$ cat config.mk
export PLATFORM = sky130hd
export DESIGN_NAME = irq_sleep_top
export DESIGN_NICKNAME = d
export VERILOG_FILES = /design/src/irq_pkg.sv /design/src/irq_arbiter.sv /design/src/irq_capture.sv /design/src/irq_sleep_top.sv /design/src/wfi_sleep_ctrl.sv
export VERILOG_INCLUDE_DIRS = /design/src /design/src/src
export SDC_FILE = /design/constraint.sdc
export NUM_CORES = 1
export LEC_CHECK = 0
export BUFFER_PORTS_ARGS = -buffer_cell sky130_fd_sc_hd__clkbuf_2
export CAP_MARGIN = 20
export CORE_MARGIN = 2
export CORE_UTILIZATION = 43
export CTS_BUF_LIST = sky130_fd_sc_hd__clkbuf_4
export DETAILED_ROUTE_END_ITERATION = 10
export PLACE_DENSITY = 0.91
export SKIP_LAST_GASP = 1
export SLEW_MARGIN = 20
export SYNTH_ARGS = -nofsm -noshare
export SYNTH_HDL_FRONTEND = slang
export SYNTH_SLANG_ARGS = --single-unit
$ cat constraint.sdc
create_clock -name clk_i -period 3.1 [get_ports clk_i]
set_input_delay 0.155 -clock clk_i [delete_from_list [all_inputs] [get_ports clk_i]]
set_output_delay 0.155 -clock clk_i [all_outputs]
set_load 0.01 [all_outputs]
$ cat src/irq_defines.svh
// Shared sizes and constants for the interrupt and sleep unit.
// Include in any file that needs line counts, widths or timing constants.

`ifndef IRQ_DEFINES_SVH
`define IRQ_DEFINES_SVH

// Number of external interrupt lines
`define IRQ_NUM 32

// Width of an interrupt identifier
`define IRQ_ID_W 5

// Implemented lines: 31..16 (platform), 11 (external), 7 (timer), 3 (software)
`define IRQ_VALID_MASK 32'hFFFF_0888

// Cycles a WFI must sit in writeback before the core may sleep
`define WFI_SLEEP_DELAY 2

`endif

$ cat src/irq_pkg.sv
// Types shared by the interrupt and sleep unit.
// Referenced by scoped name from the RTL and the bound checker.

`include "irq_defines.svh"

package irq_pkg;

  // ------------------------------------------------------------------
  // Interrupt vectors and identifiers
  // ------------------------------------------------------------------

  // One bit per external interrupt line
  typedef logic [`IRQ_NUM-1:0] irq_vec_t;

  // Index of a single interrupt line
  typedef logic [`IRQ_ID_W-1:0] irq_id_t;

  // ------------------------------------------------------------------
  // Sleep controller
  // ------------------------------------------------------------------

  typedef enum logic [1:0] {
    IDLE   = 2'd0,  // No WFI in writeback
    DWELL  = 2'd1,  // WFI waiting for the dwell time or an idle bus
    ASLEEP = 2'd2   // Core clock may be gated
  } sleep_state_e;

endpackage

$ cat src/irq_arbiter.sv
// Fixed-priority interrupt arbiter with a valid/ready request to the core.
// The winner is held until accepted; acceptance produces a one-cycle ack.
// Also flags any enabled pending line as a wake reason for the WFI logic.

`include "irq_defines.svh"

module irq_arbiter (
  input  logic              clk_i,
  input  logic              rst_ni,

  // Pending and enable state
  input  irq_pkg::irq_vec_t pending_i,
  input  irq_pkg::irq_vec_t mie_i,
  input  logic              mstatus_mie_i,

  // Request to the core
  input  logic              irq_ready_i,
  output logic              irq_valid_o,
  output irq_pkg::irq_id_t  irq_id_o,
  output logic              irq_ack_o,

  // Wake reason for the sleep controller
  output logic              wake_o
);

  irq_pkg::irq_vec_t enabled_pend;
  logic              sel_valid;
  irq_pkg::irq_id_t  sel_id;
  logic              load_req;
  logic              req_valid_q;
  irq_pkg::irq_id_t  req_id_q;

  // ------------------------------------------------------------------
  // Enabled pending lines
  // ------------------------------------------------------------------

  assign enabled_pend = pending_i & mie_i;

  // Wake ignores the global enable, a masked interrupt still ends WFI
  assign wake_o    = |enabled_pend;
  assign sel_valid = wake_o;

  // ------------------------------------------------------------------
  // Priority select
  // ------------------------------------------------------------------

  // Checked lowest priority first so later hits override earlier ones.
  // Resulting order is 31..16, 11, 3, 7
  always_comb begin
    sel_id = '0;
    if (enabled_pend[7]) begin
      sel_id = irq_pkg::irq_id_t'(7);
    end
    if (enabled_pend[3]) begin
      sel_id = irq_pkg::irq_id_t'(3);
    end
    if (enabled_pend[11]) begin
      sel_id = irq_pkg::irq_id_t'(11);
    end
    for (int i = 16; i < `IRQ_NUM; i++) begin
      if (enabled_pend[i]) begin
        sel_id = irq_pkg::irq_id_t'(i);
      end
    end
  end

  // ------------------------------------------------------------------
  // Request register
  // ------------------------------------------------------------------

  // New winner only when nothing is held, so valid drops for a cycle
  // after every acceptance
  assign load_req = !req_valid_q && mstatus_mie_i && sel_valid;

  always_ff @(posedge clk_i or negedge rst_ni) begin
    if (!rst_ni) begin
      req_valid_q <= 1'b0;
    end else if (load_req) begin
      req_valid_q <= 1'b1;
    end else if (req_valid_q && irq_ready_i) begin
      req_valid_q <= 1'b0;
    end
  end

  // Identifier stays frozen while the request waits for ready
  always_ff @(posedge clk_i) begin
    if (load_req) begin
      req_id_q <= sel_id;
    end
  end

  assign irq_valid_o = req_valid_q;
  assign irq_id_o    = req_id_q;

  // Accepted in the cycle where valid meets ready
  assign irq_ack_o   = req_valid_q & irq_ready_i;

endmodule

$ cat src/irq_capture.sv
// Interrupt pending register.
// Samples the external lines once per cycle and clears the reserved bits,
// giving the architectural mip value that also feeds the arbiter.

`include "irq_defines.svh"

module irq_capture (
  input  logic              clk_i,
  input  logic              rst_ni,

  // Raw external interrupt lines
  input  irq_pkg::irq_vec_t irq_i,

  // Masked, registered pending vector
  output irq_pkg::irq_vec_t mip_o
);

  // ------------------------------------------------------------------
  // Masking
  // ------------------------------------------------------------------

  irq_pkg::irq_vec_t irq_masked;
  irq_pkg::irq_vec_t mip_q;

  // Lines outside the implemented set never become pending
  assign irq_masked = irq_i & `IRQ_VALID_MASK;

  // ------------------------------------------------------------------
  // Pending register
  // ------------------------------------------------------------------

  // One cycle from irq_i to mip_o
  always_ff @(posedge clk_i or negedge rst_ni) begin
    if (!rst_ni) begin
      mip_q <= '0;
    end else begin
      mip_q <= irq_masked;
    end
  end

  assign mip_o = mip_q;

endmodule

$ cat src/irq_sleep_top.sv
// Machine-mode interrupt and sleep unit.
// Registers the interrupt lines, raises a held request to the core and
// handles WFI sleep and wake-up.

`include "irq_defines.svh"

module irq_sleep_top (
  input  logic              clk_i,
  input  logic              rst_ni,

  // External interrupt lines and CSR enables
  input  irq_pkg::irq_vec_t irq_i,
  input  irq_pkg::irq_vec_t mie_i,
  input  logic              mstatus_mie_i,

  // Interrupt request to the core
  input  logic              irq_ready_i,
  output irq_pkg::irq_vec_t mip_o,
  output logic              irq_valid_o,
  output irq_pkg::irq_id_t  irq_id_o,
  output logic              irq_ack_o,

  // WFI and sleep
  input  logic              wfi_valid_i,
  input  logic              bus_busy_i,
  input  logic              debug_req_i,
  output logic              wfi_ready_o,
  output logic              core_sleep_o
);

  irq_pkg::irq_vec_t pending_vec;
  logic              wake_pend;

  // ------------------------------------------------------------------
  // Pending register
  // ------------------------------------------------------------------

  irq_capture irq_capture_i (
    .clk_i  (clk_i),
    .rst_ni (rst_ni),
    .irq_i  (irq_i),
    .mip_o  (pending_vec)
  );

  assign mip_o = pending_vec;

  // ------------------------------------------------------------------
  // Arbitration and request
  // ------------------------------------------------------------------

  irq_arbiter irq_arbiter_i (
    .clk_i         (clk_i),
    .rst_ni        (rst_ni),
    .pending_i     (pending_vec),
    .mie_i         (mie_i),
    .mstatus_mie_i (mstatus_mie_i),
    .irq_ready_i   (irq_ready_i),
    .irq_valid_o   (irq_valid_o),
    .irq_id_o      (irq_id_o),
    .irq_ack_o     (irq_ack_o),
    .wake_o        (wake_pend)
  );

  // ------------------------------------------------------------------
  // WFI sleep
  // ------------------------------------------------------------------

  wfi_sleep_ctrl wfi_sleep_ctrl_i (
    .clk_i        (clk_i),
    .rst_ni       (rst_ni),
    .wfi_valid_i  (wfi_valid_i),
    .wfi_ready_o  (wfi_ready_o),
    .wake_i       (wake_pend),
    .debug_req_i  (debug_req_i),
    .bus_busy_i   (bus_busy_i),
    .core_sleep_o (core_sleep_o)
  );

endmodule

$ cat src/wfi_sleep_ctrl.sv
// WFI sleep controller.
// Counts the writeback dwell of a WFI, raises core_sleep_o once the bus is
// idle and nothing wants the core awake, and retires the WFI on a wake.

`include "irq_defines.svh"

module wfi_sleep_ctrl (
  input  logic clk_i,
  input  logic rst_ni,

  // WFI in writeback, retired with wfi_ready_o
  input  logic wfi_valid_i,
  output logic wfi_ready_o,

  // Wake and hold-off reasons
  input  logic wake_i,
  input  logic debug_req_i,
  input  logic bus_busy_i,

  // Clock gating request
  output logic core_sleep_o
);

  localparam int CNT_W = $clog2(`WFI_SLEEP_DELAY + 1);

  irq_pkg::sleep_state_e state_q;
  irq_pkg::sleep_state_e state_d;
  logic [CNT_W-1:0]      cnt_q;
  logic [CNT_W-1:0]      cnt_d;
  logic                  dwell_done;
  logic                  hold_awake;
  logic                  sleep_q;

  // ------------------------------------------------------------------
  // Retirement
  // ------------------------------------------------------------------

  // An enabled pending line retires the WFI in the same cycle
  assign wfi_ready_o = wfi_valid_i & wake_i;

  // Outstanding bus traffic or a debug request keep the core running
  // but do not retire the WFI
  assign hold_awake = bus_busy_i | debug_req_i;

  // First writeback cycle is counted on the IDLE to DWELL step
  assign dwell_done = (cnt_q >= CNT_W'(`WFI_SLEEP_DELAY - 1));

  // ------------------------------------------------------------------
  // Next state
  // ------------------------------------------------------------------

  always_comb begin
    state_d = state_q;
    cnt_d   = cnt_q;
    if (!wfi_valid_i || wfi_ready_o) begin
      state_d = irq_pkg::IDLE;
      cnt_d   = '0;
    end else begin
      case (state_q)
        irq_pkg::IDLE: begin
          state_d = irq_pkg::DWELL;
          cnt_d   = CNT_W'(1);
        end
        irq_pkg::DWELL: begin
          if (dwell_done && !hold_awake) begin
            state_d = irq_pkg::ASLEEP;
          end else if (!dwell_done) begin
            cnt_d = cnt_q + CNT_W'(1);
          end
        end
        irq_pkg::ASLEEP: begin
          // Wait in DWELL again while something holds the core awake
          if (hold_awake) begin
            state_d = irq_pkg::DWELL;
          end
        end
        default: begin
          state_d = irq_pkg::IDLE;
          cnt_d   = '0;
        end
      endcase
    end
  end

  // ------------------------------------------------------------------
  // State and output registers
  // ------------------------------------------------------------------

  always_ff @(posedge clk_i or negedge rst_ni) begin
    if (!rst_ni) begin
      state_q <= irq_pkg::IDLE;
      cnt_q   <= '0;
      sleep_q <= 1'b0;
    end else begin
      state_q <= state_d;
      cnt_q   <= cnt_d;
      sleep_q <= (state_d == irq_pkg::ASLEEP);
    end
  end

  // Registered sleep request, high only in ASLEEP
  assign core_sleep_o = sleep_q;

endmodule
Word-level counts from Yosys, hierarchy flattened
Index checks and enable logic that the tools add are counted.
Operators by class
  $add $sub $neg: 1
  $lt $le $gt $ge: 1
  equality and inequality tests: 6
  mux-type cells: 28
  bitwise gates (word level): 4
  reduce and logical (&&, ||, !) cells: 16
Operator list (number)
  AND 32 bit: 1
  two-way mux 4 bit: 8
  OR reduction 32 bit: 1
  two-way mux 2 bit: 8
  OR reduction 16 bit: 1
  two-way mux 3 bit: 5
  one-hot mux 2 bit (3 select lines): 2
  two-way mux 5 bit: 2
  OR reduction 8 bit: 1
  equality test 2 bit, second input constant: 2
  logical AND 1 bit: 4
  OR reduction 4 bit: 1
  zero test 1 bit: 3
  two-way mux 1 bit: 3
  != test 3 x 2 -> 1 bit, second input constant: 1
  != test 3 bit, second input constant: 1
  AND reduction 3 bit: 1
  adder 2 x 1 -> 2 bit, second input constant: 1
  AND 1 bit: 2
  equality test 2 x 1 -> 1 bit, second input constant: 1
  >= comparator 2 x 1 -> 1 bit, second input constant: 1
  zero test 2 bit: 1
  != test 2 x 1 -> 1 bit, second input constant: 1
  nonzero test 2 bit: 1
  other kinds (3): 3
Word-level totals
  register bits after elaboration: 30
  bits of input ports: 71
  output and inout bits: 41
  word-level logic and storage cells: 66

Longest topological paths before layout
  depth in word-level cells: 19
  gate-level depth with buffers: 6

Modules after synthesis
Synthesis repeated with hierarchy kept, for this count alone.
Second synthesis, totals
  cells, all modules: 122
  area, all modules: 1408.9 um^2
Modules (own cells, without submodules)
  irq_capture: instances 1, cells each 33, area each 576.8 um^2, sequential area each 475.5 um^2
  irq_arbiter: instances 1, cells each 63, area each 559.3 um^2, sequential area each 175.2 um^2
  wfi_sleep_ctrl: instances 1, cells each 26, area each 272.8 um^2, sequential area each 125.1 um^2

Least setup slack after synthesis
Ideal clock, no wire load.
  kind: reg2reg
  from: register irq_capture_i.mip_q[26] (netlist: irq_capture_i.mip_o[26])
  to: register irq_arbiter_i.req_id_q[0] (netlist: irq_arbiter_i.irq_id_o[0]) (enable)
  setup time: 0.258 ns
  arrival: 1.365 ns
  path slack: 1.477 ns
  stages on the path, launching flop included: 5
  buffers on the path: 0
  clock period less this slack: 1.623 ns
  path through: dfrtp_1 > a22o_4 > nor4_4 > and3_2 > nor2_1
Between the ends
  word-level cells in the longest chain between the ends: 3
Ends and longest elaborated chain
  start, declared: line irq_capture.sv:23  | irq_pkg::irq_vec_t mip_q;
  start signal, assigned: line irq_capture.sv:37  | mip_q <= irq_masked;
  AND 32 bit: line irq_arbiter.sv:37  | assign enabled_pend = pending_i & mie_i;
  OR reduction 32 bit: line irq_arbiter.sv:40  | assign wake_o = |enabled_pend;
  logical AND 1 bit: line irq_arbiter.sv:73  | assign load_req = !req_valid_q && mstatus_mie_i && sel_valid;
  via irq_arbiter_i.load_req: line irq_arbiter.sv:29  | logic load_req;
  end signal, assigned: line irq_arbiter.sv:88  | req_id_q <= sel_id;
  end, declared: line irq_arbiter.sv:31  | irq_pkg::irq_id_t req_id_q;
The timed path passes the listed nets, and every way through them passes these cells.
A chain may end at the register's enable or synchronous reset.

Final worst setup path
  from: register irq_capture_i.mip_q[3] (netlist: irq_capture_i.mip_o[3])
  to: output wfi_ready_o
Between the ends
  word-level cells in the longest chain between the ends: 3
Ends and longest elaborated chain
  AND 32 bit: line irq_arbiter.sv:37
  OR reduction 32 bit: line irq_arbiter.sv:40
  AND 1 bit: line wfi_sleep_ctrl.sv:39  | assign wfi_ready_o = wfi_valid_i & wake_i;
  end, declared: line irq_sleep_top.sv:27  | output logic wfi_ready_o,
No other way between the ends.

==> summary.txt <==
Status
  – Status: finished, final reports clean

Pwr
  – Seq pwr share: 53.8%
  – Leak: 0.996 nW
  – Peak VDD IR: 0.323 mV
  – Pwr Total: 0.807 mW
  – Cell internal pwr: 0.590 mW
  – Clock network power share: 27.2%
  – Logic gate share of total power: 19.0%
  – Sw Share: 26.9%
  – Pwr per Cell Area: 404 mW/mm^2
  – Psw: 0.217 mW

Placement
  – Final GP Congestion: 0.731
  – IO Port Bufs: 72
  – Post-DP Area: 0.00173 mm^2
  – DP HPWL: 2.46 mm

Worst setup path
  – R2r setup slk: 1290 ps
  – Worst r2r src: irq_capture_i.mip_o[3]$_DFF_PN0_
  – CP endpoint: wfi_ready_o
  – Largest fanout on the critical path: 4
  – Startpoint types: register
  – CP Class: register to output pin
  – CP Capture Type: output pin
  – R2r endpoint: irq_arbiter_i.irq_id_o[0]$_SDFFCE_PP1P_
  – Crit path from: irq_capture_i.mip_o[3]$_DFF_PN0_
  – WP data required: 2940 ps
  – Worst path arrival time: 1880 ps
  – R2R cell count: 4

Timing
  – Setup tns final: 0 ps
  – Final hold vios: 0
  – Min cycle time layout: 2040 ps
  – Maximum clock rate: 491 MHz
  – RSZ-0062 raised after global routing: false
  – Final setup viols: 0
  – Worst clock skew: 11.8 ps
  – Slew Limit Fails: 0
  – Worst slew margin: 56.4%
  – Least-Margin Pin Slew: 655 ps
  – Period utilisation layout: 65.7%

Cells and area
  – Final core utilization: 65.4%
  – # nets final: 285
  – Fillers: 251
  – Area Growth Syn to Fin: 45.8%
  – Antenna Cells: 0
  – Final Cell Area: 0.00200 mm^2
  – Share of layout cells above drive strength 1: 39.7%

Synth
  – Syn Std Cell Area: 0.00137 mm^2
  – Async SR Flop Fraction: 83.3%
  – Most common cell in the netlist: dfrtp_1
  – Synthesized area per cell: 12.0 um^2
  – Commonest cells in the netlist: 25 x dfrtp_1, 13 x buf_4, 12 x nand2_1
  – Synth warn: 0
  – Post-synthesis cell count: 114
  – Synth area leaders: dfrtp_1 46%, edfxtp_1 11%, buf_4 7.1%
  – Synth top area share: 45.7%
  – Area leader, netlist: dfrtp_1
  – Synth Flop Type: dfrtp_1
  – Sequential cell area fraction in the yosys report: 56.6%
  – Netlist cell types: 36
  – Flops & latches, synth: 30
  – EDFF count, synth: 5

GRT
  – Routing usage on met1: 21.5%
  – Vias in the first global route: 1190
  – First-pass GRT wire length: 5.15 mm
  – Total track usage: 20.0%
  – Met2 usage: 34.8%
  – Largest net degree at the start of global routing: 26
  – Met3 Track Usage GR: 7.68%
  – Initial antenna violation count: 0
  – Layer with the highest usage: met2
  – Gr ovfl total: 0

Clock network
  – CTS tree: yes
  – Clk buf depth: 2
  – CTS H-tree lvls: 2
  – Reg clk slew, reported paths: 90 ps
  – Root Driver: clkbuf_4
  – Setup Buffers After CTS: 0
  – Sink Count: 30
  – CTS Buf Count: 5
  – Clk Latency, worst-skew pair: 330 ps

Floorplanning
  – # rows: 20
  – Die width: 60.4 um
  – Die ar.: 0.00365 mm^2
  – Die H: 60.4 um
  – Core area: 0.00305 mm^2
  – IO Pins: 112
  – Starting density of the core: 44.9%

Drt
  – Final WL: 3.48 mm
  – DRC viols: 0
  – Vias per cell: 4.87
  – DR WL/cell: 13.5 um
  – Initial drt markers: 33
  – TritonRoute pass-1 iters: 5
  – Via count: 1257
  – Final antenna-violating net count: 0

Worst hold path
  – Hold Crit Depth: 2
  – Type of the most critical hold path: primary input to register

Run
  – MaxCap Viol Count: 0
[metrics by stage]
| stage | instances | setup slack [ps] | hold WS, ps |
|---|---|---|---|
| after global routing | 258 | 910 | 2.50 |
| final | 258 | 1060 | 24.2 |
| after global placement | 229 | 1230 | 186 |
| after floorplan | 126 | 1480 | -141 |
| after detailed placement | 229 | 1240 | 193 |
| after CTS | 257 | 1010 | 7.32 |
[how the worst min path moves through the flow]
stage	startpoint	endpoint	slack, ps
CTS	irq_ready_i	irq_arbiter_i.irq_valid_o$_DFFE_PN0P_	7
finish	debug_req_i	wfi_sleep_ctrl_i.state_q[1]$_DFF_PN0_	20
detailed placement	rst_ni	irq_capture_i.mip_o[24]$_DFF_PN0_	190
global placement	rst_ni	irq_capture_i.mip_o[25]$_DFF_PN0_	190
global route	debug_req_i	wfi_sleep_ctrl_i.state_q[1]$_DFF_PN0_	2
floorplan	rst_ni	irq_arbiter_i.irq_valid_o$_DFFE_PN0P_	-140
[sequential cells by signal, summed over array words and instances (netlist names)]
| register | flops |
|---|---|
| irq_capture_i.mip_o | 19 |
| irq_arbiter_i.irq_id_o | 5 |
| wfi_sleep_ctrl_i.cnt_q | 2 |
| wfi_sleep_ctrl_i.state_q | 2 |
| irq_arbiter_i.irq_valid_o | 1 |
| wfi_sleep_ctrl_i.core_sleep_o | 1 |
[repair_timing]
action,in CTS,in global routing
gates resized for setup,0,0
endpoints found under the hold margin,44,1
hold buffers,20,1
[metal layers]
| metal | wire (um) | vias up | part of all wire, % |
|---|---|---|---|
| met5 | 0 | - | 0 |
| met4 | 97 | 0 | 2.8 |
| met3 | 223 | 12 | 6.4 |
| met2 | 1920 | 61 | 55 |
| met1 | 1250 | 580 | 36 |
| li1 | - | 604 | - |
[critical path, stage by stage (launching register included)]
cell      delay [ps]
dfrtp_1          410
a222oi_1         640
and3_2           340
nor2b_1           60
clkbuf_2         120
[power by group through the flow]
| stage | combinational (mW) | clock [mW] | sequential [mW] |
|---|---|---|---|
| after CTS | 0.151 | 0.228 | 0.434 |
| after global routing | 0.169 | 0.249 | 0.437 |
| after floorplan | 0.0659 | 0 | 0.450 |
| after global placement | 0.128 | 0 | 0.441 |
| after detailed placement | 0.131 | 0 | 0.442 |
| final | 0.153 | 0.220 | 0.434 |
[cell families after synthesis]
kind of cell / count (synthesis) / synth area share (%)
compound gates: 30 / 17.6
flops: 30 / 56.6
simple gates: 33 / 15.0
fa+ha+maj: 1 / 0.913
other cells: 1 / 0.274
mux: 1 / 0.731
xor+xnor: 1 / 0.639
buf+inv: 17 / 8.22
[cell type report]
type                       count  area (um^2)  share of cell area, %
tap                           44         55.1                   2.76
clock inverter                 2         8.76                  0.439
multi-input combinational     79          527                   26.4
clock buffer                   6         45.0                   2.26
inverter                       4         15.0                  0.752
timing repair buffer          93          571                   28.6
sequential                    30          776                   38.8
[cells in the final DEF, fill, tap and decap left out, drive strengths merged, types with 3 or more instances in the layout]
cell         synthesis  layout
clkbuf               0      78
conb                 1      13
a22o                 8       8
nand2               12      12
nor2                 4       4
a32oi                3       3
edfxtp               5       5
a221oi               3       3
a21oi                4       4
dfrtp               25      25
dlygate4sd3          0      21
nor4                 4       4
inv                  4       4
Note: power is estimated with default switching activity, not from simulation.
